==> config.mk <==
export PLATFORM = sky130hd
export DESIGN_NAME = ide_cmd_ctrl
export DESIGN_NICKNAME = d
export VERILOG_FILES = /design/src/verilog/dio_cmd_pkg.sv /design/src/verilog/dio_bus_pkg.sv /design/src/verilog/ide_cmd_ctrl.sv
export SDC_FILE = /design/constraint.sdc
export NUM_CORES = 1
export LEC_CHECK = 0
export ABC_AREA = 0
export BUFFER_PORTS_ARGS = -buffer_cell sky130_fd_sc_hd__buf_2
export CORE_AREA = 2 2 62 58
export DETAILED_ROUTE_END_ITERATION = 10
export DIE_AREA = 0 0 64 60
export PLACE_DENSITY_LB_ADDON = 0.2
export SLEW_MARGIN = 0
export SYNTH_ARGS = -nofsm -noshare
export SYNTH_HDL_FRONTEND = slang
export SYNTH_SLANG_ARGS = --single-unit
export TNS_END_PERCENT = 10
==> constraint.sdc <==
create_clock -name SPI_SCK -period 2.65 [get_ports SPI_SCK]
set_input_delay 0.1325 -clock SPI_SCK [delete_from_list [all_inputs] [get_ports SPI_SCK]]
set_output_delay 0.1325 -clock SPI_SCK [all_outputs]
set_load 0.005 [all_outputs]
==> src/verilog/dio_cmd_pkg.sv <==
// data channel command set
// command bytes sent by the I/O controller at the start of each SPI frame,
// plus the byte positions of the fields picked out of a directory entry
`default_nettype none

package dio_cmd_pkg;

	// file transfer commands
	localparam logic [7:0] DIO_FILE_TX       = 8'h53;
	localparam logic [7:0] DIO_FILE_TX_DAT   = 8'h54;
	localparam logic [7:0] DIO_FILE_INDEX    = 8'h55;
	localparam logic [7:0] DIO_FILE_INFO     = 8'h56;
	localparam logic [7:0] DIO_FILE_RX       = 8'h57;
	localparam logic [7:0] DIO_FILE_RX_DAT   = 8'h58;

	// IDE bridge commands
	localparam logic [7:0] CMD_IDE_REGS_RD   = 8'h80;
	localparam logic [7:0] CMD_IDE_REGS_WR   = 8'h90;
	localparam logic [7:0] CMD_IDE_DATA_WR   = 8'hA0;
	localparam logic [7:0] CMD_IDE_DATA_RD   = 8'hB0;
	localparam logic [7:0] CMD_IDE_CDDA_RD   = 8'hC0;
	localparam logic [7:0] CMD_IDE_CDDA_WR   = 8'hD0;
	localparam logic [7:0] CMD_IDE_STATUS_WR = 8'hF0;
	localparam logic [7:0] CMD_IDE_CFG_WR    = 8'hFA;

	// directory entry layout
	// extension is three bytes, most significant first
	localparam logic [6:0] INFO_EXT_FIRST    = 7'd8;
	// size is four bytes, least significant first
	localparam logic [6:0] INFO_SIZE_FIRST   = 7'd28;

endpackage

`default_nettype wire

==> src/verilog/dio_bus_pkg.sv <==
// data channel bus widths
// sizes of the SPI byte path, the in-frame byte counter
// and the disk-side word and register address
`default_nettype none

package dio_bus_pkg;

	// one SPI byte
	localparam int DIO_BYTE_W = 8;

	// byte position after the command byte
	localparam int DIO_CNT_W  = 7;

	// IDE data word and task file register address
	localparam int HDD_WORD_W = 16;
	localparam int HDD_ADDR_W = 3;

endpackage

`default_nettype wire

==> src/verilog/ide_cmd_ctrl.sv <==
// IDE command decoder
// turns the IDE bridge commands into register, status and sector data
// strobes for the disk controller, pairing data bytes into 16-bit words
`timescale 1ns/1ps
`default_nettype none

module ide_cmd_ctrl
	import dio_cmd_pkg::*;
	import dio_bus_pkg::*;
(
	input  logic                  SPI_SCK,
	input  logic                  SPI_SS2,
	input  logic [DIO_BYTE_W-1:0] cmd,
	input  logic [DIO_BYTE_W-1:0] byte_data,
	input  logic [DIO_CNT_W-1:0]  byte_idx,
	input  logic                  byte_valid,
	output logic [1:0]            hdd0_ena = 2'b00,
	output logic [1:0]            hdd1_ena = 2'b00,
	output logic [HDD_ADDR_W-1:0] hdd_addr,
	output logic                  hdd_wr,
	output logic                  hdd_status_wr,
	output logic                  hdd_data_wr,
	output logic                  hdd_data_rd,
	output logic                  hdd_cdda_wr,
	output logic [HDD_WORD_W-1:0] hdd_data_out
);

	logic cfg_byte;
	logic stat_byte;
	logic regw_byte;
	logic regr_byte;
	logic dataw_byte;
	logic cdda_byte;
	logic datar_byte;
	logic word_byte;
	// second half of a 16-bit word is next
	logic loword;

	assign cfg_byte   = byte_valid && (cmd == CMD_IDE_CFG_WR) && (byte_idx == 7'd0);
	assign stat_byte  = byte_valid && (cmd == CMD_IDE_STATUS_WR) && (byte_idx == 7'd0);
	// task file registers sit on the even bytes 8 to 18
	assign regw_byte  = byte_valid && (cmd == CMD_IDE_REGS_WR) &&
	                    (byte_idx >= 7'd8) && (byte_idx <= 7'd18) && !byte_idx[0];
	assign regr_byte  = byte_valid && (cmd == CMD_IDE_REGS_RD) &&
	                    (byte_idx >= 7'd6) && !byte_idx[0];
	assign dataw_byte = byte_valid && (cmd == CMD_IDE_DATA_WR) && (byte_idx >= 7'd5);
	assign cdda_byte  = byte_valid && (cmd == CMD_IDE_CDDA_WR) && (byte_idx >= 7'd5);
	assign datar_byte = byte_valid && (cmd == CMD_IDE_DATA_RD) && (byte_idx >= 7'd4);
	assign word_byte  = dataw_byte || cdda_byte;

	always_ff @(posedge SPI_SCK or posedge SPI_SS2) begin
		if (SPI_SS2) begin
			hdd_wr        <= 1'b0;
			hdd_status_wr <= 1'b0;
			hdd_data_wr   <= 1'b0;
			hdd_cdda_wr   <= 1'b0;
			hdd_data_rd   <= 1'b0;
			hdd_addr      <= '0;
			loword        <= 1'b0;
		end else begin
			hdd_wr        <= regw_byte;
			hdd_status_wr <= stat_byte;
			hdd_data_wr   <= dataw_byte && loword;
			hdd_cdda_wr   <= cdda_byte && loword;
			hdd_data_rd   <= datar_byte && loword;

			if (word_byte || datar_byte)
				loword <= ~loword;

			// register writes step the address after their strobe
			if (regr_byte || hdd_wr)
				hdd_addr <= hdd_addr + HDD_ADDR_W'(1);
		end
	end

	always_ff @(posedge SPI_SCK) begin
		if (cfg_byte) begin
			hdd0_ena <= byte_data[1:0];
			hdd1_ena <= byte_data[3:2];
		end

		if (stat_byte || regw_byte)
			hdd_data_out <= HDD_WORD_W'(byte_data);

		// high byte arrives first
		if (word_byte) begin
			if (loword)
				hdd_data_out[7:0] <= byte_data;
			else
				hdd_data_out[15:8] <= byte_data;
		end
	end

	a_no_dual_write: assert property (
		@(posedge SPI_SCK) disable iff (SPI_SS2)
		!(hdd_data_wr && hdd_cdda_wr)
	);

endmodule

`default_nettype wire

==> results.json, run 1 <==
{
  "outcome": "completed",
  "slew_headroom": 0.607,
  "grt_max_degree": 10,
  "antenna_found_initial": 0,
  "fp.dieW_um": 64,
  "synth_top_area_share": 0.261,
  "die_area_sq_um": 3840,
  "vias": 1011,
  "final-seq-area_sq_um": 666,
  "whs_ns": 0.0174,
  "syn_avg_cell_area_sq_um": 11.2,
  "setup_viol": 0,
  "fin_skew_ns": 0.00609,
  "synth_seq_cells": 29,
  "reg2regPathDepth": 2,
  "wl_per_cell_um": 12.3,
  "routed_wl_um": 2640,
  "dr.pass1.iters": 4,
  "groute.usage.overall": 0.153,
  "setup_ws_ns": 1.08,
  "grt_overflow": 0,
  "async_reset_ff_frac": 0.310,
  "synth.area.top_cells": "dfxtp_1 (26%), dfrtp_1 (18%), edfxtp_1 (9.8%)",
  "synth_top_area_cell": "dfxtp_1",
  "fin_util": 0.509,
  "r2r-end": "hdd_addr[1]",
  "clk_latency_ns": 0.33,
  "pin_count": 54,
  "period_share": 0.591,
  "tns_ns": 0,
  "port_buffers": 53,
  "via_per_inst": 4.70,
  "cts_buffers": 5,
  "endpoint_kind": "flop",
  "gp_congestion": 0.706,
  "drtIter0Drc": 20,
  "ctsHtreeMaxLevel": 2,
  "critical_path_required_ns": 2.87,
  "cts.clk_slew.worst_paths_ns": 0.09,
  "fp.coreArea_sq_um": 3230,
  "fill_cells": 309,
  "syn-cell-area_sq_um": 1230,
  "crit_path_start_kind": "primary input",
  "dpl_cell_area_sq_um": 1530,
  "initial_utilization": 0.380,
  "p_per_area_nw_per_um2": 553,
  "worst-setup-path-type": "primary input to flop",
  "post_cts_resized": 0,
  "cts_setup_buffers": 0,
  "cts_tree": "yes",
  "drv_cap": 0,
  "yosysSeqAreaShare": 0.543,
  "fp-row-count": 20,
  "hold_start": "byte_data[2]",
  "hold_violations": 0,
  "cts_hold_buf": 3,
  "antenna_cells": 0,
  "rsz0062_at_grt": "false",
  "clockBufferDepth": 2,
  "leakage_nw": 0.767,
  "crit_fanout": 9,
  "design_area_sq_um": 1640,
  "post-route-min-period_ns": 1.57,
  "synth_edf_count": 4,
  "r2r_slack_ns": 1.44,
  "yosys-top-cells-count": "nand2_1 (19), dfxtp_1 (16), dfrtp_1 (9), o21ai_0 (9), mux2_4 (8)",
  "crit_arrival_ns": 1.78,
  "ir_drop_v": 0.000201,
  "nets": 197,
  "multi_input_area_sq_um": 531,
  "dp_slack_ns": 0.727,
  "dp_hpwl_um": 2100,
  "grt_pass1_vias": 970,
  "synthFlopType": "dfxtp_1",
  "grt_pass1_wl_um": 4350,
  "hp-class": "primary input to flop",
  "syn_nets": 136,
  "worst_hold_path.endpoint": "hdd1_ena[0]",
  "worst_slew_pin_slew_ns": 0.586,
  "drv_slew": 0,
  "ant_nets": 0,
  "layout-drive-gt1-share": 0.444,
  "cts_sinks": 29,
  "max_freq_mhz": 639,
  "yosysWarnings": 0,
  "synth_most_common_cell": "nand2_1",
  "drc_errors": 0,
  "cts_root_buf": "clkbuf_4",
  "area_delta_synth_final_pct": 33.9,
  "r2r_start": "hdd_wr",
  "hold_depth": 1,
  "postSynthCellCount": 109,
  "die-height_um": 60,
  "synth_cell_types": 36
}
## cell type report
class | instances | area share
Sequential cell | 29 | 0.405
Multi-Input combinational cell | 74 | 0.323
Timing Repair Buffer | 56 | 0.180
Clock buffer | 8 | 0.0488
Tap cell | 44 | 0.0335
Inverter | 4 | 0.00915
## worst max-delay path by stage
stage                start              end  slack, ns  depth (start not counted)
CTS                 cmd[0]  hdd_data_out[1]       1.08                          6
finish              cmd[0]  hdd_data_out[0]       1.08                          6
global placement    cmd[0]  hdd_data_out[2]       0.76                          6
global route        cmd[6]  hdd_data_out[2]       0.97                          6
detailed placement  cmd[0]  hdd_data_out[1]       0.73                          6
floorplan           cmd[0]  hdd_data_out[0]       0.97                          6
## state kept, by name (all words and copies together), names as in the netlist
| signal | cells |
|---|---|
| hdd_data_out | 16 |
| hdd_addr | 3 |
| hdd0_ena | 2 |
| hdd1_ena | 2 |
| hdd_cdda_wr | 1 |
| hdd_data_rd | 1 |
| hdd_data_wr | 1 |
| hdd_status_wr | 1 |
| hdd_wr | 1 |
| loword | 1 |
## worst max-delay path, cell delays in order
cell and delay, ns:
buf_2 0.10, or3b_4 0.40, or3_4 0.37, a21o_1 0.31
nand2_8 0.17, mux2_4 0.31
## layout by cell type (no fill, tap or decap), types with 2 or more instances in the layout
cell type | Yosys | layout
mux2_4 | 8 | 8
clkbuf_4 | 0 | 5
dlygate4sd3_1 | 0 | 3
edfxtp_1 | 4 | 4
nand2_1 | 19 | 19
o21ai_0 | 9 | 9
dfrtp_1 | 9 | 9
dfxtp_1 | 16 | 16
nor3_1 | 3 | 3
nand3_1 | 3 | 3
xnor2_1 | 3 | 3
inv_1 | 4 | 4
and4_1 | 2 | 2
nor2_1 | 5 | 5
buf_2 | 0 | 53
## per-stage QoR
stage | cells | total power, mW
after floorplan | 109 | 0.526
after global routing | 215 | 0.946
after global placement | 204 | 0.572
after CTS | 215 | 0.920
final | 215 | 0.907
after detailed placement | 204 | 0.574
## metal layers
| metal | vias to the layer above | global-route usage | wire (um) |
|---|---|---|---|
| li1 | 505 | - | - |
| met1 | 469 | 0.187 | 1150 |
| met2 | 31 | 0.235 | 1250 |
| met3 | 6 | 0.0603 | 191 |
| met4 | 0 | 0.0807 | 51 |
| met5 | - | 0 | 0 |
## report_power, final
part | switching (mW) | total [mW] | internal [mW]
sequential | 0.0134 | 0.479 | 0.466
combinational | 0.0383 | 0.0887 | 0.0504
clock | 0.152 | 0.339 | 0.187
## logic make-up after synthesis
group / count (synthesis) / synth area share
and+or+nand+nor: 47 / 0.226
DFF: 29 / 0.543
AOI/OAI and AO/OA: 14 / 0.0684
muxes: 9 / 0.107
buffers and inverters: 6 / 0.0245
xor gates and xnor gates: 3 / 0.0214
adders and majority gates: 1 / 0.0102
Note: power is estimated with default switching activity, not from simulation.
==> run 2, diff against run 1 <==
==> constraint.sdc (replaced) <==
create_clock -name SPI_SCK -period 1.65 [get_ports SPI_SCK]
set_input_delay 0.0825 -clock SPI_SCK [delete_from_list [all_inputs] [get_ports SPI_SCK]]
set_output_delay 0.0825 -clock SPI_SCK [all_outputs]
set_load 0.005 [all_outputs]
==> run 2 against run 1 <==
Effect of this change: combinational power rose by 92%; clock skew grew 0.00069 ns; largest cell class unchanged; via count rose by 9.6%; clock power is 78% higher; flip-flop and latch count stayed put; total power up 70%; final area is 10% higher.
==> results.json, run 2 (synthesis gave the netlist of run 1 again) <==
{
  "outcome": "completed",
  "antenna_cells": 0,
  "endpoint_kind": "flop",
  "vias": 1108,
  "fin_skew_ns": 0.00678,
  "dr.pass1.iters": 4,
  "pin_count": 54,
  "crit_fanout": 8,
  "dp.cells": 215,
  "r2r-end": "hdd_addr[1]",
  "period_share": 0.974,
  "grt_overflow": 0,
  "grt_pass1_vias": 1103,
  "port_buffers": 53,
  "grt_max_degree": 10,
  "r2r_slack_ns": 0.43,
  "worst_slew_pin_slew_ns": 0.465,
  "tns_ns": 0,
  "fin_util": 0.560,
  "clk_latency_ns": 0.32,
  "hold_violations": 0,
  "cts.clk_slew.worst_paths_ns": 0.09,
  "drv_slew": 0,
  "ir_drop_v": 0.000467,
  "wl_per_cell_um": 12.7,
  "layout-drive-gt1-share": 0.466,
  "crit_arrival_ns": 1.82,
  "clockBufferDepth": 2,
  "ant_nets": 0,
  "cts_root_buf": "clkbuf_4",
  "die_area_sq_um": 3840,
  "reg2regPathDepth": 2,
  "cts_buffers": 5,
  "final_cells": 233,
  "cts_sinks": 29,
  "ctsHtreeMaxLevel": 2,
  "fp-row-count": 20,
  "drv_cap": 0,
  "drtIter0Drc": 56,
  "cts_tree": "yes",
  "top_register": "hdd_data_out",
  "post-route-min-period_ns": 1.61,
  "dp_hpwl_um": 2130,
  "largest_register_ffs": 16,
  "worst-setup-path-type": "primary input to flop",
  "setup_viol": 0,
  "slew_headroom": 0.687,
  "leakage_nw": 0.853,
  "max_freq_mhz": 622,
  "nets": 215,
  "via_per_inst": 4.76,
  "critical_path_required_ns": 1.86,
  "die-height_um": 60,
  "r2r_start": "hdd_wr",
  "worst_hold_path.endpoint": "hdd_cdda_wr",
  "initial_utilization": 0.380,
  "grt_pass1_wl_um": 5050,
  "p_per_area_nw_per_um2": 853,
  "hold_start": "cmd[5]",
  "hp-class": "primary input to flop",
  "crit_path_start_kind": "primary input",
  "antenna_found_initial": 0,
  "routed_wl_um": 2950,
  "drc_errors": 0,
  "fill_cells": 274,
  "gp_congestion": 0.852,
  "area_delta_synth_final_pct": 47.4,
  "layout_common_cells": "buf_2 (52), nand2_1 (19), dfxtp_1 (16)",
  "cts_setup_buffers": 0,
  "hold_depth": 3,
  "final_common_cell": "buf_2",
  "top_regs": "hdd_data_out: 16 flops, hdd_addr: 3 flops",
  "groute.usage.overall": 0.180,
  "fp.dieW_um": 64,
  "fp.coreArea_sq_um": 3230
}
[run 2: changes by cell type in the layout (fill, tap and decap cells not counted)]
cell and change:
buf_4 +11, dlygate4sd3_1 +7, buf_2 -1, bufinv_16 +1
clkbuf_16 -1, clkbuf_4 +1, o22ai_1 -1, o22ai_2 +1
[run 2: layout make-up]
class	count	area [sq um]	area share
clock inverters	1	30.0	0.0166
well taps	44	55.1	0.0304
repair buffers	74	450	0.249
inverters	4	15.0	0.00830
flip-flops and latches	29	666	0.368
multi-input cells	74	537	0.297
clock buffers	7	55.1	0.0304
[run 2: through the flow]
step	instance area (sq um)	power [mW]	setup WS, ns	hold WS (ns)
finish	1810	1.54	0.0422	0.0548
global route	1810	1.62	-0.00680	0.0588
CTS	1800	1.56	0.0173	0.0262
detailed placement	1610	0.933	-0.0690	0.0679
global placement	1610	0.928	-0.0530	0.0546
floorplan	1230	0.846	0.0179	-0.0896
[run 2: per-layer routing]
layer / up-vias / global-route usage / part of all wire
met5: - / 0 / 0
met4: 0 / 0.0901 / 0.019
met3: 4 / 0.0753 / 0.054
met2: 34 / 0.281 / 0.48
met1: 526 / 0.215 / 0.45
li1: 544 / - / -
[run 2: how the worst max path moves through the flow]
stage	startpoint	to	depth (start not counted)
after floorplan	cmd[0]	hdd_data_out[0]	6
after global placement	cmd[0]	hdd_data_out[1]	6
after detailed placement	cmd[6]	hdd_data_out[6]	6
after CTS	cmd[4]	hdd_data_out[5]	7
after global routing	cmd[4]	hdd_data_out[5]	7
final	cmd[4]	hdd_data_out[1]	7
[run 2: critical path, cell delays in order]
cell	delay (ns)
dlygate4sd3_1	0.52
clkbuf_4	0.16
and4_1	0.21
nand4_1	0.14
a21o_1	0.26
nand2_8	0.14
mux2_4	0.30
[run 2: power breakdown]
part           switching, mW  leakage (nW)  internal, mW  total (mW)
registers             0.0218         0.287         0.748       0.770
logic                 0.0695         0.520         0.100       0.170
clock network          0.241        0.0455         0.362       0.602
[run 2: timing repair]
action / in CTS / in global routing
resized for setup: 0 / 2
hold buffers: 10 / 0
endpoints found under the setup margin: 0 / 10
endpoints found under the hold margin: 26 / 0
==> run 3, diff against run 2 <==
--- a/config.mk
+++ b/config.mk
@@ -11,6 +11,7 @@
 export DETAILED_ROUTE_END_ITERATION = 10
 export DIE_AREA = 0 0 64 60
 export PLACE_DENSITY_LB_ADDON = 0.2
+export REMOVE_ABC_BUFFERS = 1
 export SLEW_MARGIN = 0
 export SYNTH_ARGS = -nofsm -noshare
 export SYNTH_HDL_FRONTEND = slang
==> run 3 against run 2 <==
Effect of this change: clock power shrank 9.5%; non-clock buffer count shrank 1; flip-flop and latch count is the same; global-route usage shrank 2.3 points; first-iteration DRC count shrank 21%; register-to-register slack gained 0.02 ns; worst hold slack lost 0.012 ns; routed wire length shrank 3.2%; highest routed layer unchanged; setup slack gained 0.21 ns; via count shrank 2.1%; clock skew shrank 0.0030 ns; core utilization shrank 0.66 points.
==> results.json, run 3 (synthesis gave the netlist of run 1 again) <==
{
  "design_area_sq_um": 1790,
  "grt_overflow": 0,
  "top_regs": "hdd_data_out: 16 flops, hdd_addr: 3 flops",
  "top_usage_layer": "met1",
  "tns_ns": 0,
  "ir_drop_v": 0.000394,
  "fin_skew_ns": 0.00376,
  "combPwrFrac": 0.112,
  "largest_register_ffs": 16,
  "via_per_inst": 4.68,
  "r2r_slack_ns": 0.45,
  "crit_family": "simple AND/OR/NAND/NOR gates",
  "whs_ns": 0.0428,
  "grt_max_degree": 10,
  "ctsHtreeMaxLevel": 2,
  "setup_ws_ns": 0.251,
  "drtIter0Drc": 44,
  "top_register": "hdd_data_out",
  "p_per_area_nw_per_um2": 828,
  "fp-row-count": 20,
  "grt_pass1_wl_um": 4530,
  "drv_slew": 0,
  "port_buffers": 53,
  "grt_pass1_vias": 975,
  "layout_common_cells": "buf_2 (53), nand2_1 (19), dfxtp_1 (16)",
  "groute.usage.overall": 0.157,
  "met1_usage": 0.222,
  "grtUsageMet2": 0.217,
  "cts_tree": "yes",
  "worst_slew_pin_slew_ns": 0.504,
  "die_area_sq_um": 3840,
  "p_int_mw": 1.15,
  "nets": 214,
  "cts.clk_slew.worst_paths_ns": 0.09,
  "setup_viol": 0,
  "hold_violations": 0,
  "reg2regPathDepth": 2,
  "cts_buffers": 5,
  "period_share": 0.848,
  "p_clk_frac": 0.368,
  "ant_nets": 0,
  "dp_hpwl_um": 2120,
  "critical_path_required_ns": 1.86,
  "cp_slowest_cell": "or3b_4",
  "initial_utilization": 0.380,
  "hold_depth": 3,
  "outcome": "completed",
  "die-height_um": 60,
  "cts_root_buf": "clkbuf_4",
  "area_delta_synth_final_pct": 45.7,
  "clockBufferDepth": 2,
  "seq_power_share": 0.520,
  "cts_sinks": 29,
  "wl_per_cell_um": 12.3,
  "endpoint_kind": "flop",
  "gp_congestion": 0.757,
  "drc_errors": 0,
  "final_common_cell": "buf_2",
  "routed_wl_um": 2850,
  "dr.pass1.iters": 4,
  "critPathMaxStageDelay_ns": 0.40,
  "fin_util": 0.553,
  "dpl_cell_area_sq_um": 1610,
  "path_cells": "buf_2, or3b_4, or3_4, a21o_1, nand2_8, mux2_4",
  "crit_cells": 6,
  "antenna_cells": 0,
  "hp-class": "primary input to flop",
  "max_freq_mhz": 715,
  "leakage_nw": 0.845,
  "pin_count": 54,
  "fp.coreArea_sq_um": 3230,
  "crit_arrival_ns": 1.61,
  "post-route-min-period_ns": 1.40,
  "swShare": 0.224,
  "p_switching_mw": 0.332,
  "vias": 1085,
  "layout-drive-gt1-share": 0.457,
  "crit_path_start_kind": "primary input",
  "antenna_found_initial": 0,
  "clk_latency_ns": 0.31,
  "dp_slack_ns": -0.0842,
  "fp.dieW_um": 64,
  "hold_start": "cmd[5]",
  "r2r_start": "hdd_wr",
  "rsz0062_at_grt": "false",
  "worst-setup-path-type": "primary input to flop",
  "slew_headroom": 0.660,
  "path_buf_inv": 1,
  "drv_cap": 0,
  "crit_start": "cmd[0]",
  "crit_fanout": 8,
  "met3_usage": 0.0527
}
## run 3: cell types whose count changed in the layout (fill, tap and decap cells not counted), sizes merged
cell and change:
bufinv -1
## run 3: power groups by stage
stage | clock network, mW | logic [mW] | registers, mW
2_1_floorplan | 0 | 0.0615 | 0.784
3_3_place_gp | 0 | 0.142 | 0.785
3_5_place_dp | 0 | 0.148 | 0.784
4_1_cts | 0.553 | 0.166 | 0.770
5_1_grt | 0.585 | 0.182 | 0.774
6_report | 0.545 | 0.165 | 0.769
## run 3: what timing repair did
| action | CTS | global route |
|---|---|---|
| resized for setup | 0 | 0 |
| hold buffers | 10 | 0 |
| buffers inserted | 0 | 0 |
| hold endpoints to repair | 24 | 0 |
## run 3: worst paths after layout
check,end
max,hdd_data_out[1]
min,hdd_cdda_wr
max reg2reg,hdd_addr[1]
min reg2reg,hdd_data_out[11]
max in group asynchronous,hdd_wr
min in group asynchronous,hdd_status_wr
## run 3: layout make-up
cell class / instances / area [sq um]
Timing Repair Buffer: 73 / 440
Fill cell: 295 / 1440
Clock buffer: 8 / 80.1
Sequential cell: 29 / 666
Tap cell: 44 / 55.1
Multi-Input combinational cell: 74 / 531
Inverter: 4 / 15.0
## run 3: worst min-delay path: cells and delay by family
| family | cells | cell delay, ns |
|---|---|---|
| buf+inv | 2 | 0.20 |
| simple gates | 1 | 0.05 |
## run 3: layer usage
layer  wire (um)  vias to the layer above
met5           0                        -
met4          21                        0
met1        1320                      499
li1            -                      538
met2        1270                       45
met3         247                        3
## run 3: stage by stage
| stage | power (mW) | instances |
|---|---|---|
| 2_1_floorplan | 0.846 | 107 |
| 3_3_place_gp | 0.927 | 214 |
| 3_5_place_dp | 0.932 | 214 |
| 4_1_cts | 1.49 | 232 |
| 5_1_grt | 1.54 | 232 |
| 6_report | 1.48 | 232 |
