--- config.mk ---
export PLATFORM = sky130hd
export DESIGN_NAME = spi_cmd_receiver
export DESIGN_NICKNAME = d
export VERILOG_FILES = /design/src/verilog/dio_bus_pkg.sv /design/src/verilog/spi_cmd_receiver.sv
export SDC_FILE = /design/constraint.sdc
export NUM_CORES = 1
export LEC_CHECK = 0
export BUFFER_PORTS_ARGS = -buffer_cell sky130_fd_sc_hd__buf_2
export CAP_MARGIN = 20
export CORE_UTILIZATION = 30
export DETAILED_ROUTE_END_ITERATION = 7
export GPL_ROUTABILITY_DRIVEN = 0
export SLEW_MARGIN = 10
export SYNTH_ARGS = -nofsm -noshare
export SYNTH_HDL_FRONTEND = slang
export SYNTH_SLANG_ARGS = --single-unit
--- constraint.sdc ---
create_clock -name SPI_SCK -period 2.45 [get_ports SPI_SCK]
set_input_delay 0.3675 -clock SPI_SCK [delete_from_list [all_inputs] [get_ports SPI_SCK]]
set_output_delay 0.3675 -clock SPI_SCK [all_outputs]
set_load 0.01 [all_outputs]
--- src/verilog/dio_bus_pkg.sv ---
// data channel bus widths
// sizes of the SPI byte path, the in-frame byte counter
// and the disk-side word and register address
`default_nettype none

package dio_bus_pkg;

	// one SPI byte
	localparam int DIO_BYTE_W = 8;

	// byte position after the command byte
	localparam int DIO_CNT_W  = 7;

	// IDE data word and task file register address
	localparam int HDD_WORD_W = 16;
	localparam int HDD_ADDR_W = 3;

endpackage

`default_nettype wire

--- src/verilog/spi_cmd_receiver.sv ---
// SPI command receiver
// frames the serial input into a command byte followed by data bytes,
// and strobes each data byte together with its position in the frame
`timescale 1ns/1ps
`default_nettype none

module spi_cmd_receiver
	import dio_bus_pkg::*;
(
	input  logic                  SPI_SCK,
	input  logic                  SPI_SS2,
	input  logic                  SPI_DI,
	output logic [DIO_BYTE_W-1:0] cmd,
	output logic [DIO_BYTE_W-1:0] byte_data,
	output logic [DIO_CNT_W-1:0]  byte_idx,
	output logic                  byte_valid,
	output logic                  bit_last
);

	// 0..7 for the command, then 8..15 for every data byte
	logic [3:0]            bit_cnt;
	logic [DIO_BYTE_W-2:0] sbuf;
	logic [DIO_BYTE_W-1:0] rx_byte;

	// the eighth bit is taken straight from the wire
	assign rx_byte  = {sbuf, SPI_DI};
	assign bit_last = (bit_cnt[2:0] == 3'd7);

	always_ff @(posedge SPI_SCK or posedge SPI_SS2) begin
		if (SPI_SS2) begin
			bit_cnt    <= 4'd0;
			byte_valid <= 1'b0;
			byte_idx   <= '0;
		end else begin
			byte_valid <= (bit_cnt == 4'd15);

			if (bit_cnt != 4'd15)
				bit_cnt <= bit_cnt + 4'd1;
			else
				bit_cnt <= 4'd8;

			// advance once the current strobe has been seen
			if (byte_valid) begin
				if (~&byte_idx)
					byte_idx <= byte_idx + DIO_CNT_W'(1);
				else
					byte_idx[0] <= ~byte_idx[0];
			end
		end
	end

	always_ff @(posedge SPI_SCK) begin
		sbuf <= {sbuf[DIO_BYTE_W-3:0], SPI_DI};

		if (bit_cnt == 4'd7)
			cmd <= rx_byte;

		if (bit_cnt == 4'd15)
			byte_data <= rx_byte;
	end

	// consecutive data bytes are always eight clocks apart
	a_valid_single: assert property (
		@(posedge SPI_SCK) disable iff (SPI_SS2)
		byte_valid |=> !byte_valid
	);

endmodule

`default_nettype wire

==> results of run 1 <==
## cells in the mapped netlist
cell	instances	share of area [%]
sky130_fd_sc_hd__a211oi_1	1	0.64
sky130_fd_sc_hd__a21oi_1	5	2.1
sky130_fd_sc_hd__a41o_1	1	0.86
sky130_fd_sc_hd__a41oi_2	1	1.4
sky130_fd_sc_hd__and2_1	1	0.54
sky130_fd_sc_hd__and3_2	1	0.64
sky130_fd_sc_hd__and3_4	1	0.96
sky130_fd_sc_hd__and4_2	1	0.86
sky130_fd_sc_hd__buf_2	1	0.43
sky130_fd_sc_hd__dfrtp_1	12	26
sky130_fd_sc_hd__dfxtp_1	7	12
sky130_fd_sc_hd__edfxtp_1	16	41
sky130_fd_sc_hd__ha_1	3	3.2
sky130_fd_sc_hd__inv_1	4	1.3
sky130_fd_sc_hd__mux2_2	1	0.96
sky130_fd_sc_hd__mux2_4	1	1.3
sky130_fd_sc_hd__nand2_1	3	0.96
sky130_fd_sc_hd__nand3_1	1	0.43
sky130_fd_sc_hd__nand4_1	3	1.6
sky130_fd_sc_hd__nor2_1	4	1.3
sky130_fd_sc_hd__nor2b_1	1	0.54
sky130_fd_sc_hd__nor3_1	1	0.43
sky130_fd_sc_hd__xor2_1	1	0.75
## worst register-to-register path, cell delays in order, from the launching register on
cell and delay [ns]:
sky130_fd_sc_hd__dfrtp_1 0.38, sky130_fd_sc_hd__ha_1 0.21, sky130_fd_sc_hd__nand2_1 0.08, sky130_fd_sc_hd__nor2_1 0.37, sky130_fd_sc_hd__buf_4 0.23
## metrics by stage
stage | cell area (sq um) | power (uW) | instances | hold WS, ns
finish | 1450 | 1020 | 154 | 0.0790
global route | 1450 | 1060 | 154 | 0.119
CTS | 1450 | 1030 | 154 | 0.103
detailed placement | 1370 | 641 | 146 | 0.352
global placement | 1370 | 641 | 146 | 0.351
floorplan | 1170 | 637 | 71 | 0.232
## worst paths after layout
kind,from,end,slack [ns],depth (start not counted)
min in group SPI_SCK,SPI_DI,sbuf[0],0.22,1
hold / removal,SPI_SS2,byte_valid,0.08,2
hold reg to reg,sbuf[1],sbuf[2],0.36,0
setup reg to reg,bit_cnt[0],byte_data[2],0.89,4
setup / recovery,bit_cnt[0],bit_last,0.80,3
max in group asynchronous,SPI_SS2,bit_cnt[1],2.06,2
## flip-flops by register name (all words and copies together) (netlist names)
signal,count
byte_idx,7
byte_data,8
sbuf,7
byte_valid,1
bit_cnt,4
cmd,8
## power groups by stage
stage	clock network [uW]	logic [uW]	registers [uW]
after floorplan	0	3.02	634
after global placement	0	5.93	635
after detailed placement	0	6.18	635
after CTS	403	6.22	623
after global routing	430	6.83	623
final	393	5.71	623
## area by class of cell
type | instances | area (sq um)
Inverter | 4 | 15.0
Clock buffer | 6 | 72.6
Clock inverter | 2 | 12.5
Fill cell | 368 | 2240
Multi-Input combinational cell | 31 | 228
Sequential cell | 35 | 921
Timing Repair Buffer | 28 | 143
Tap cell | 48 | 60.1
## cell usage in the layout (no fill, tap or decap)
cell                         instances
sky130_fd_sc_hd__clkbuf_8            5
sky130_fd_sc_hd__clkbuf_1            1
sky130_fd_sc_hd__and2_1              1
sky130_fd_sc_hd__dfrtp_1            12
sky130_fd_sc_hd__mux2_4              1
sky130_fd_sc_hd__xor2_1              1
sky130_fd_sc_hd__edfxtp_1           16
sky130_fd_sc_hd__buf_4               1
sky130_fd_sc_hd__inv_1               4
sky130_fd_sc_hd__buf_2              27
sky130_fd_sc_hd__and4_2              1
sky130_fd_sc_hd__nor2b_1             1
sky130_fd_sc_hd__a41o_1              1
sky130_fd_sc_hd__clkinvlp_4          1
sky130_fd_sc_hd__mux2_2              1
sky130_fd_sc_hd__clkinv_2            1
sky130_fd_sc_hd__nor2_1              4
sky130_fd_sc_hd__nand2_1             3
sky130_fd_sc_hd__a211oi_1            1
sky130_fd_sc_hd__and3_4              1
sky130_fd_sc_hd__a21oi_1             5
sky130_fd_sc_hd__nand4_1             3
sky130_fd_sc_hd__a41oi_2             1
sky130_fd_sc_hd__and3_2              1
sky130_fd_sc_hd__dfxtp_1             7
sky130_fd_sc_hd__nand3_1             1
sky130_fd_sc_hd__ha_1                3
sky130_fd_sc_hd__nor3_1              1
## per-layer routing
metal	part of all wire (%)	vias to the layer above
li1	-	325
met1	48	307
met2	45	18
met3	5.5	3
met4	1.2	0
met5	0	-
## cells by family after synthesis
family | synth area share (%)
compound gates | 5.03
flops | 78.8
mux | 2.25
fa+ha+maj | 3.21
xor+xnor | 0.750
buf+inv | 1.71
simple gates | 8.24
==> run summary, run 1 <==
The clock buffer count from CTS is 5. In the routed layout, each cell is associated on average with a via count of 4.24. The cell type with the highest occurrence count on the critical path was sky130_fd_sc_hd__ha_1.

Grouping stages by cell kind, the critical path spends the most delay in adder cells. The placeable core region is 3690 sq um, and the endpoint required time on the critical path is 2.08 ns. TritonCTS built the clock tree. The largest individual stage delay along the critical path comes from the cell sky130_fd_sc_hd__dfrtp_1. Dividing the detail-routed wire length by the instance count gives 11.7 microns. The tools report the global-route wire length before repair as 2.90 mm. Before CTS, the worst setup slack after placement is 0.867 ns. The fraction of final layout cells with drive strength greater than 1 was 38.7%; the buffer levels on the longest clock path was 2. The synthesized netlist occupies a cell area of 1170 sq um. Traced cell by cell, the critical path runs through ha_1 > ha_1 > buf_2. For the power dissipated by switching net loads, the log shows 204 uW. Of the available clock period, the critical path in the final layout requires 67.3%. The worst hold path belongs to the class in2async.

The final setup skew is 0.00352 ns, and the utilization after layout is 39.3%. The power density over the cells is 704 nW/um^2. The switching share of power was 19.9%; the iteration count of the initial detailed-routing pass was 4. The count of yosys warnings during synthesis was 0; the clock group share of total power was 38.5%.

Stage delay of the slowest cell on the critical path: 0.40 ns. The run gives 28 as the count of pins on the block boundary. In this run, the number of DRC markers left after iteration 0 of detailed routing was 13. The logs give 4150 sq um for the die area and 0 for the total grt overflow.

The sequential share of the synthesized area came out at 78.8%. The actual slew at the worst max-slew pin is 0.657 ns, and the initial antenna violation count is 0. The largest net degree at the start of global routing is 13, and the number of remaining DRC errors is 0. Across every metal layer, demand over resource in global routing totals 9.59%. CTS built an H-tree with a depth of 2.

Synthesis handed over a netlist of 71 instances. The clock-pin slew reported for the worst setup and hold paths after clock tree synthesis came out at 0.07 ns. The final max-slew violation count was 0; the critical path arrival was 1.28 ns. The tools report the total number of placement rows as 22. The internal power component is 818 uW. Buffers inserted to repair hold after CTS numbered 0.

Static timing analysis puts the maximum clock frequency at 607 MHz. The logs give 0 ns for the sum of negative setup slack and 0.6% for the logic gate share of total power. Max-cap violations in this run came to 0. Synthesis inferred 35 register bits.

In this run the remaining antenna-violating nets after routing total 0. Wires add up to 1.80 mm. The maximum fanout count along the critical path works out to 3.

The worst setup path is captured at an output port. Input and output buffers added on the ports amount to 27. The run gives 0.000622 uW as the leakage power figure.

Once the floorplan was initialized, standard cells occupied 31.7% of the core. For this run, global-route usage on met3 was measured as 4.75%. IR analysis of the VDD net gives a maximum drop of 235 uV.

The floorplan step set the die height to 64.4 microns. Setup violations remaining at the end of the flow were counted as 0. For the HPWL after detailed placement, the log shows 1.24 mm.

The worst setup path is launched from a flip-flop. The worst-case headroom to the max-slew limit was 56.0%. The busiest metal layer after global routing is met2. The run gives 111 as the number of nets at the end of the flow. The run gives 0.802 ns as the final critical-path setup slack.

In this run, flip-flops and latches consume 60.9% of the power. The detailed router placed 653 vias in this run. CTS placed an instance of sky130_fd_sc_hd__clkbuf_8 at the clock tree root. The global routing usage on met2 is 12.9%, and the number of gates resized after cts is 0.

At the later pin of the worst-skew pair, clock insertion delay measures 0.28 ns. Via count of the first global-routing pass: 630. The relative area change from synthesis to final layout is 24.2%, and the post-CTS setup-driven buffer insertion count is 0. Counting distinct cell types in the post-synthesis netlist gives 23. The final-report hold violation count came out at 0.

Type of the setup path with the least slack: reg2out. The number of nets in the synthesized netlist is 77. The buffers plus inverters on the worst setup path is 1, and the average cell area after synthesis is 16.5 sq um. In the global route stage, met1 resource usage came out at 12.2%. The flow ran to the end, and the final reports show no timing, DRC or antenna violations.

The number of antenna diodes in the final layout is 0. The minimum clock period after layout was 1.65 ns. The floorplan step set the die width to 64.4 microns. Setup repair after global routing left no endpoint under its margin. The tools report the total number of clock tree sinks as 35.
(Power assumes the default switching activity.)
==> run 2: changes to the inputs <==
clock period = 1.4 ns   (was 2.45 ns; I/O delays follow)
==> run summary, run 2 (same netlist as run 1, synthesis figures left out) <==
The worst-case headroom to the max-slew limit is 69.3% (was 56.0%). The fraction of final layout cells with drive strength greater than 1 is 45.1% (was 38.7%). Die width: 64.4 microns (unchanged).

The number of remaining DRC errors was 0 (unchanged). The count of pins on the block boundary is 28 (unchanged). Cell breakdown of the critical path: ha_4 > ha_4 > buf_6 (was ha_1 > ha_1 > buf_2). The total grt overflow is 0 (unchanged), and the clock buffer count from CTS is 5 (unchanged).

The logs give 1.28 mm (was 1.24 mm) for the HPWL after detailed placement and 4 (unchanged) for the iteration count of the initial detailed-routing pass. The most common cell after layout, fill and taps aside is sky130_fd_sc_hd__buf_2 (unchanged). The clock-pin slew reported for the worst setup and hold paths after clock tree synthesis was 0.07 ns (about the same). The run gives 689 (was 653) as the via count. The logs give 0 ns (unchanged) for the sum of negative setup slack and 0 (unchanged) for the setup violation total in the final timing report. The tools report the residual antenna-violating net count after detailed routing as 0 (unchanged).

For the count of inserted antenna diode cells, the log shows 0 (unchanged). The largest net degree at the start of global routing came out at 13 (unchanged). Power density over the cells: 1350 nW/um^2 (was 704 nW/um^2). Registers with the highest flip-flop counts: byte_data (8), cmd (8) (unchanged). The total number of placement rows was 22 (unchanged). The final-report hold violation count came out at 0 (unchanged). The cell at the root of the clock tree is sky130_fd_sc_hd__clkbuf_8 (unchanged). For the total routing resource utilization after global routing, the log shows 9.73% (was 9.59%).

The cell count of the worst reg-to-reg path was 4 (unchanged). The stage delay of the slowest cell on the critical path is 0.41 ns (was 0.40 ns). The reg-to-reg endpoint is byte_data[5] (was byte_data[2]). Start point of the worst hold path: SPI_DI. The kind of path behind the tightest hold check is in2reg (was in2async).

The routed via count divided by cell count is 4.28 (was 4.24), and the die area is 4150 sq um (unchanged). The flow ran to the end, and the final reports show no timing, DRC or antenna violations. The kind of end point of the critical path was an output port (unchanged). The global-route wire length before repair is 2.94 mm (was 2.90 mm), and the number of nets at the end of the flow is 118 (was 111). The via count of the first global-routing pass was 674 (was 630); the placeable core region was 3690 sq um (unchanged). The kind of start point of the critical path was a flip-flop (unchanged).

For the worst reg-to-reg setup slack, the log shows 0.11 ns (was 0.89 ns). The critical path arrival was 1.14 ns (was 1.28 ns). The worst hold path terminates at sbuf[0].

The maximum fanout count along the critical path is 3 (unchanged), and the endpoint required time on the critical path is 1.19 ns (was 2.08 ns). The final setup skew was 0.00202 ns (was 0.00352 ns); the leakage power figure was 0.000676 uW (was 0.000622 uW). The master of the slowest instance on the critical path was sky130_fd_sc_hd__dfrtp_1 (unchanged).

The count of buffers inserted at the top-level ports is 27 (unchanged), and the highest attainable clock frequency is 739 MHz. Setup repair after global routing left no endpoint under its margin. The tools report the reg-to-reg critical path startpoint as bit_cnt[0] (unchanged).

TritonCTS built the clock tree. The utilization after layout is 43.1% (was 39.3%), and the number of cells on the worst hold path is 1. The worst path needs 1.35 ns of the cycle, external delays included.

The post-detailed-routing wire length was 1.78 mm (was 1.80 mm); the vertical extent of the die was 64.4 microns (unchanged). The final max-slew violation count is 0 (unchanged). The actual slew at the worst max-slew pin is 0.459 ns (was 0.657 ns), and the first-iteration detailed-routing DRC count is 13 (unchanged). The cell type with the highest occurrence count on the critical path is sky130_fd_sc_hd__ha_4 (was sky130_fd_sc_hd__ha_1). The type of the setup path with the least slack was reg2out (unchanged). Highest-count cells in the layout ignoring fill and taps: 26 x sky130_fd_sc_hd__buf_2, 16 x sky130_fd_sc_hd__edfxtp_1, 12 x sky130_fd_sc_hd__dfrtp_1 (was 27 x sky130_fd_sc_hd__buf_2, 16 x sky130_fd_sc_hd__edfxtp_1, 12 x sky130_fd_sc_hd__dfrtp_1). For the H-tree depth, the log shows 2 (unchanged). The relative area change from synthesis to final layout is 36.1% (was 24.2%).

Total number of clock tree sinks: 35 (unchanged). The logs give 541 uV (was 235 uV) for the worst vdd rail ir drop and 2 (unchanged) for the buffer levels on the longest clock path. For the reported max-cap violation count, the log shows 0 (unchanged). Dividing the final minimum period by the clock period gives 96.6%. Critical path startpoint: bit_cnt[0] (unchanged). Average wire per standard cell: 11.1 microns (was 11.7 microns). The initial standard-cell utilization of the core came out at 31.7% (unchanged). Initial antenna violation count: 0 (unchanged).

Source-to-sink clock delay at the later pin of the worst-skew pair: 0.28 ns (about the same).
## run 2: worst max-delay path: cells and delay by family, from the launching register on
family / cells / cell delay [ns]
adder cells (fa/ha/maj): 2 / 0.35
flip-flops: 1 / 0.41
buffers and inverters: 1 / 0.11
## run 2: per-stage QoR
step,hold WS [ns],cell area [sq um],cells,power [uW],setup WS (ns)
floorplan,0.0747,1170,71,1110,0.0454
global placement,0.239,1410,151,1120,0.107
detailed placement,0.251,1410,151,1120,0.0711
CTS,0.0520,1560,161,2170,0.0196
global route,0.0549,1590,161,2220,0.00763
finish,0.0587,1590,161,2150,0.0476
## run 2: power breakdown
group	internal [uW]	switching (uW)	total, uW
Combinational	3.94	8.03	12.0
Clock	711	338	1050
Sequential	1080	5.95	1090
Total	1800	352	2150
## run 2: final cells by class
| class | instances | area [sq um] |
|---|---|---|
| inverter | 4 | 15.0 |
| clock buffer | 6 | 72.6 |
| clock inverter | 2 | 60.1 |
| tap | 48 | 60.1 |
| sequential | 35 | 921 |
| multi-input combinational | 31 | 258 |
| timing repair buffer | 35 | 204 |
| fill | 354 | 2100 |
## run 2: how the worst max path moves through the flow
stage | endpoint | slack (ns) | cells after the start
6_report | bit_last | 0.05 | 3
5_1_grt | bit_last | 0.008 | 3
4_1_cts | bit_last | 0.02 | 3
3_5_place_dp | byte_idx[1] | 0.07 | 3
3_3_place_gp | byte_idx[1] | 0.11 | 3
2_1_floorplan | cmd[0] | 0.05 | 3
## run 2: metal layers
layer / wire, microns / GRT usage, %
met1: 825 / 11.4
met2: 827 / 14.6
met3: 99 / 5.46
met4: 29 / 4.17
met5: 0 / 0
## run 2: what timing repair did
item | 4_1_cts | 5_1_grt
hold buffers | 1 | 0
pin swaps | 1 | 2
resized for setup | 2 | 4
buffers inserted | 1 | 0
endpoints found under the hold margin | 12 | 0
cloned | 0 | 0
endpoints found under the setup margin | 1 | 3
==> run 3: changes to the inputs <==
BUFFER_PORTS_ARGS = not set   (was -buffer_cell sky130_fd_sc_hd__buf_2)
DONT_BUFFER_PORTS = 1   (was not set)
==> run summary, run 3 (same netlist as run 1, synthesis figures left out) <==
The logs give 0.0664 ns (was 0.0476 ns) for the final critical-path setup slack and 0 (unchanged) for the count of inserted antenna diode cells. The tools report the initial antenna violation count as 0 (unchanged). The setup violation total in the final timing report came out at 0 (unchanged).

TritonCTS built the clock tree. The run gives 10.0% (was 9.73%) as the total routing resource utilization after global routing. The clock buffer count from CTS is 5 (unchanged), and the first-iteration detailed-routing DRC count is 22 (was 13). The fraction of final layout cells with drive strength greater than 1 was 27.0% (was 45.1%); the average wire per standard cell was 13.6 microns (was 11.1 microns). The power density over the cells was 1470 nW/um^2 (was 1350 nW/um^2). The worst slack at placement came out at 0.0687 ns (was 0.0711 ns). The iteration count of the initial detailed-routing pass is 3 (was 4), and the minimum clock period after layout is 1.33 ns (was 1.35 ns). The critical path arrival is 1.12 ns (was 1.14 ns), and the largest net degree at the start of global routing is 13 (unchanged).

Cell at the root of the clock tree: sky130_fd_sc_hd__clkbuf_8 (unchanged). The type of the setup path with the least slack is reg2out (unchanged). The count of buffers inserted at the top-level ports came out at 0 (was 27). The HPWL after detailed placement is 1.29 mm (was 1.28 mm).

The reg-to-reg endpoint was byte_data[2] (was byte_data[5]). The endpoint with the worst hold slack was byte_data[0] (was sbuf[0]). The total number of clock tree sinks came out at 35 (unchanged). The tools report the kind of end point of the critical path as an output port (unchanged). The tools report the start point of the worst hold path as SPI_DI (unchanged). Clock-pin slew reported for the worst setup and hold paths after clock tree synthesis: 0.07 ns (about the same). Count of pins on the block boundary: 28 (unchanged).

The relative area change from synthesis to final layout came out at 25.5% (was 36.1%). Highest-count cells in the layout ignoring fill and taps: 16 x sky130_fd_sc_hd__edfxtp_1, 12 x sky130_fd_sc_hd__dfrtp_1, 8 x sky130_fd_sc_hd__buf_4 (was 26 x sky130_fd_sc_hd__buf_2, 16 x sky130_fd_sc_hd__edfxtp_1, 12 x sky130_fd_sc_hd__dfrtp_1). Buffer levels on the longest clock path: 2 (unchanged).

The post-CTS setup-driven buffer insertion count was 0 (was 1); the number of nets at the end of the flow was 94 (was 118). The placeable core region came out at 3690 sq um (unchanged). The routed via count divided by cell count was 4.49 (was 4.28); the clock group share of total power was 49.0% (was 48.8%). The worst-case hold slack was 0.0223 ns (was 0.0587 ns); the cell count of the worst reg-to-reg path was 4 (unchanged). The final max-slew violation count is 0 (unchanged), and the internal power component is 1800 uW (about the same).

The global-route wire length before repair was 2.97 mm (was 2.94 mm); the die area was 4150 sq um (unchanged). Maximum fanout count along the critical path: 3 (unchanged). The tools report the reg-to-reg critical path startpoint as bit_cnt[0] (unchanged). The source-to-sink clock delay at the later pin of the worst-skew pair is 0.28 ns (about the same).

Kind of path behind the tightest hold check: in2reg (unchanged). The power dissipated by switching net loads came out at 359 uW (was 352 uW). Part of the cycle the worst path needs: 95.3% (was 96.6%). Switching share of power: 16.6% (was 16.4%). The worst vdd rail ir drop is 474 uV (was 541 uV). The via count of the first global-routing pass is 615 (was 674), and the residual antenna-violating net count after detailed routing is 0 (unchanged). The run gives 0.5% (was 0.6%) as the logic gate share of total power. The total grt overflow came out at 0 (unchanged). For the worst-case headroom to the max-slew limit, the log shows 68.7% (was 69.3%). The actual slew at the worst max-slew pin works out to 0.469 ns (was 0.459 ns). The endpoint required time on the critical path came out at 1.19 ns (about the same). The most common cell after layout, fill and taps aside was sky130_fd_sc_hd__edfxtp_1 (was sky130_fd_sc_hd__buf_2). The logs give 1470 sq um (was 1590 sq um) for the area of all placed cells without fillers and 0 (unchanged) for the number of remaining DRC errors.

The logs give 0.00364 ns (was 0.00202 ns) for the final setup skew and 0 (unchanged) for the reported max-cap violation count. The tools report the kind of start point of the critical path as a flip-flop (unchanged). The fraction of power consumed by sequential logic is 50.5% (was 50.6%), and the worst reg-to-reg setup slack is 0.12 ns (was 0.11 ns).

The number of cells on the worst hold path was 0 (was 1); the highest attainable clock frequency was 750 MHz (was 739 MHz). The standard cell area after detailed placement was 1310 sq um (was 1410 sq um). The via count is 615 (was 689). The flow ran to the end, and the final reports show no timing, DRC or antenna violations. The initial standard-cell utilization of the core is 31.7% (unchanged), and the final-report hold violation count is 0 (unchanged). Vertical extent of the die: 64.4 microns (unchanged). H-tree depth: 2 (unchanged). The total number of placement rows is 22 (unchanged), and the leakage power figure is 0.000580 uW (was 0.000676 uW). The die width came out at 64.4 microns (unchanged). Registers with the highest flip-flop counts: byte_data (8), cmd (8) (unchanged). The run gives 1.86 mm (was 1.78 mm) as the post-detailed-routing wire length.
==> run 3: worst max-delay path, cell delays in order, from the launching register on <==
cell	delay [ns]
sky130_fd_sc_hd__dfrtp_1	0.40
sky130_fd_sc_hd__ha_1	0.24
sky130_fd_sc_hd__ha_2	0.21
==> run 3: layer usage <==
| layer | up-vias | global-route usage [%] | wire length (microns) |
|---|---|---|---|
| li1 | 290 | - | - |
| met1 | 301 | 11.3 | 752 |
| met2 | 18 | 14.3 | 908 |
| met3 | 6 | 5.63 | 138 |
| met4 | 0 | 6.67 | 57 |
| met5 | - | 0 | 0 |
==> run 3: through the flow <==
| stage | setup TNS [ns] | util (%) | power (uW) | instances |
|---|---|---|---|---|
| 2_1_floorplan | 0 | - | 1110 | 71 |
| 3_3_place_gp | 0 | 35.4 | 1120 | 127 |
| 3_5_place_dp | 0 | 35.4 | 1120 | 127 |
| 4_1_cts | 0 | 39.6 | 2180 | 137 |
| 5_1_grt | -0.0102 | 39.8 | 2210 | 137 |
| 6_report | 0 | 39.8 | 2160 | 137 |
==> run 3: worst max-delay path by stage <==
stage | depth (start not counted) | end | startpoint
after floorplan | 3 | cmd[0] | bit_cnt[0]
after global placement | 4 | byte_data[0] | bit_cnt[0]
after detailed placement | 4 | byte_data[2] | bit_cnt[0]
after CTS | 2 | bit_last | bit_cnt[0]
after global routing | 2 | bit_last | bit_cnt[0]
final | 2 | bit_last | bit_cnt[0]
==> run 3: timing repair <==
action                     4_1_cts  5_1_grt
hold buffers                     2        0
hold endpoints to repair        13        0
setup endpoints to repair        0        7
gates resized for setup          0        2
==> run 3: power by group through the flow <==
stage                     Clock [uW]  Combinational (uW)  Sequential (uW)
after global placement             0                7.26             1110
after detailed placement           0                7.71             1110
after CTS                       1070                12.0             1090
final                           1060                11.1             1090
after global routing            1110                13.4             1090
after floorplan                    0                5.29             1110
==> run 3: cell type report <==
| type | count | area, sq um |
|---|---|---|
| Inverter | 4 | 15.0 |
| Clock buffer | 6 | 72.6 |
| Fill cell | 347 | 2220 |
| Multi-Input combinational cell | 31 | 238 |
| Timing Repair Buffer | 11 | 100 |
| Clock inverter | 2 | 60.1 |
| Tap cell | 48 | 60.1 |
| Sequential cell | 35 | 921 |
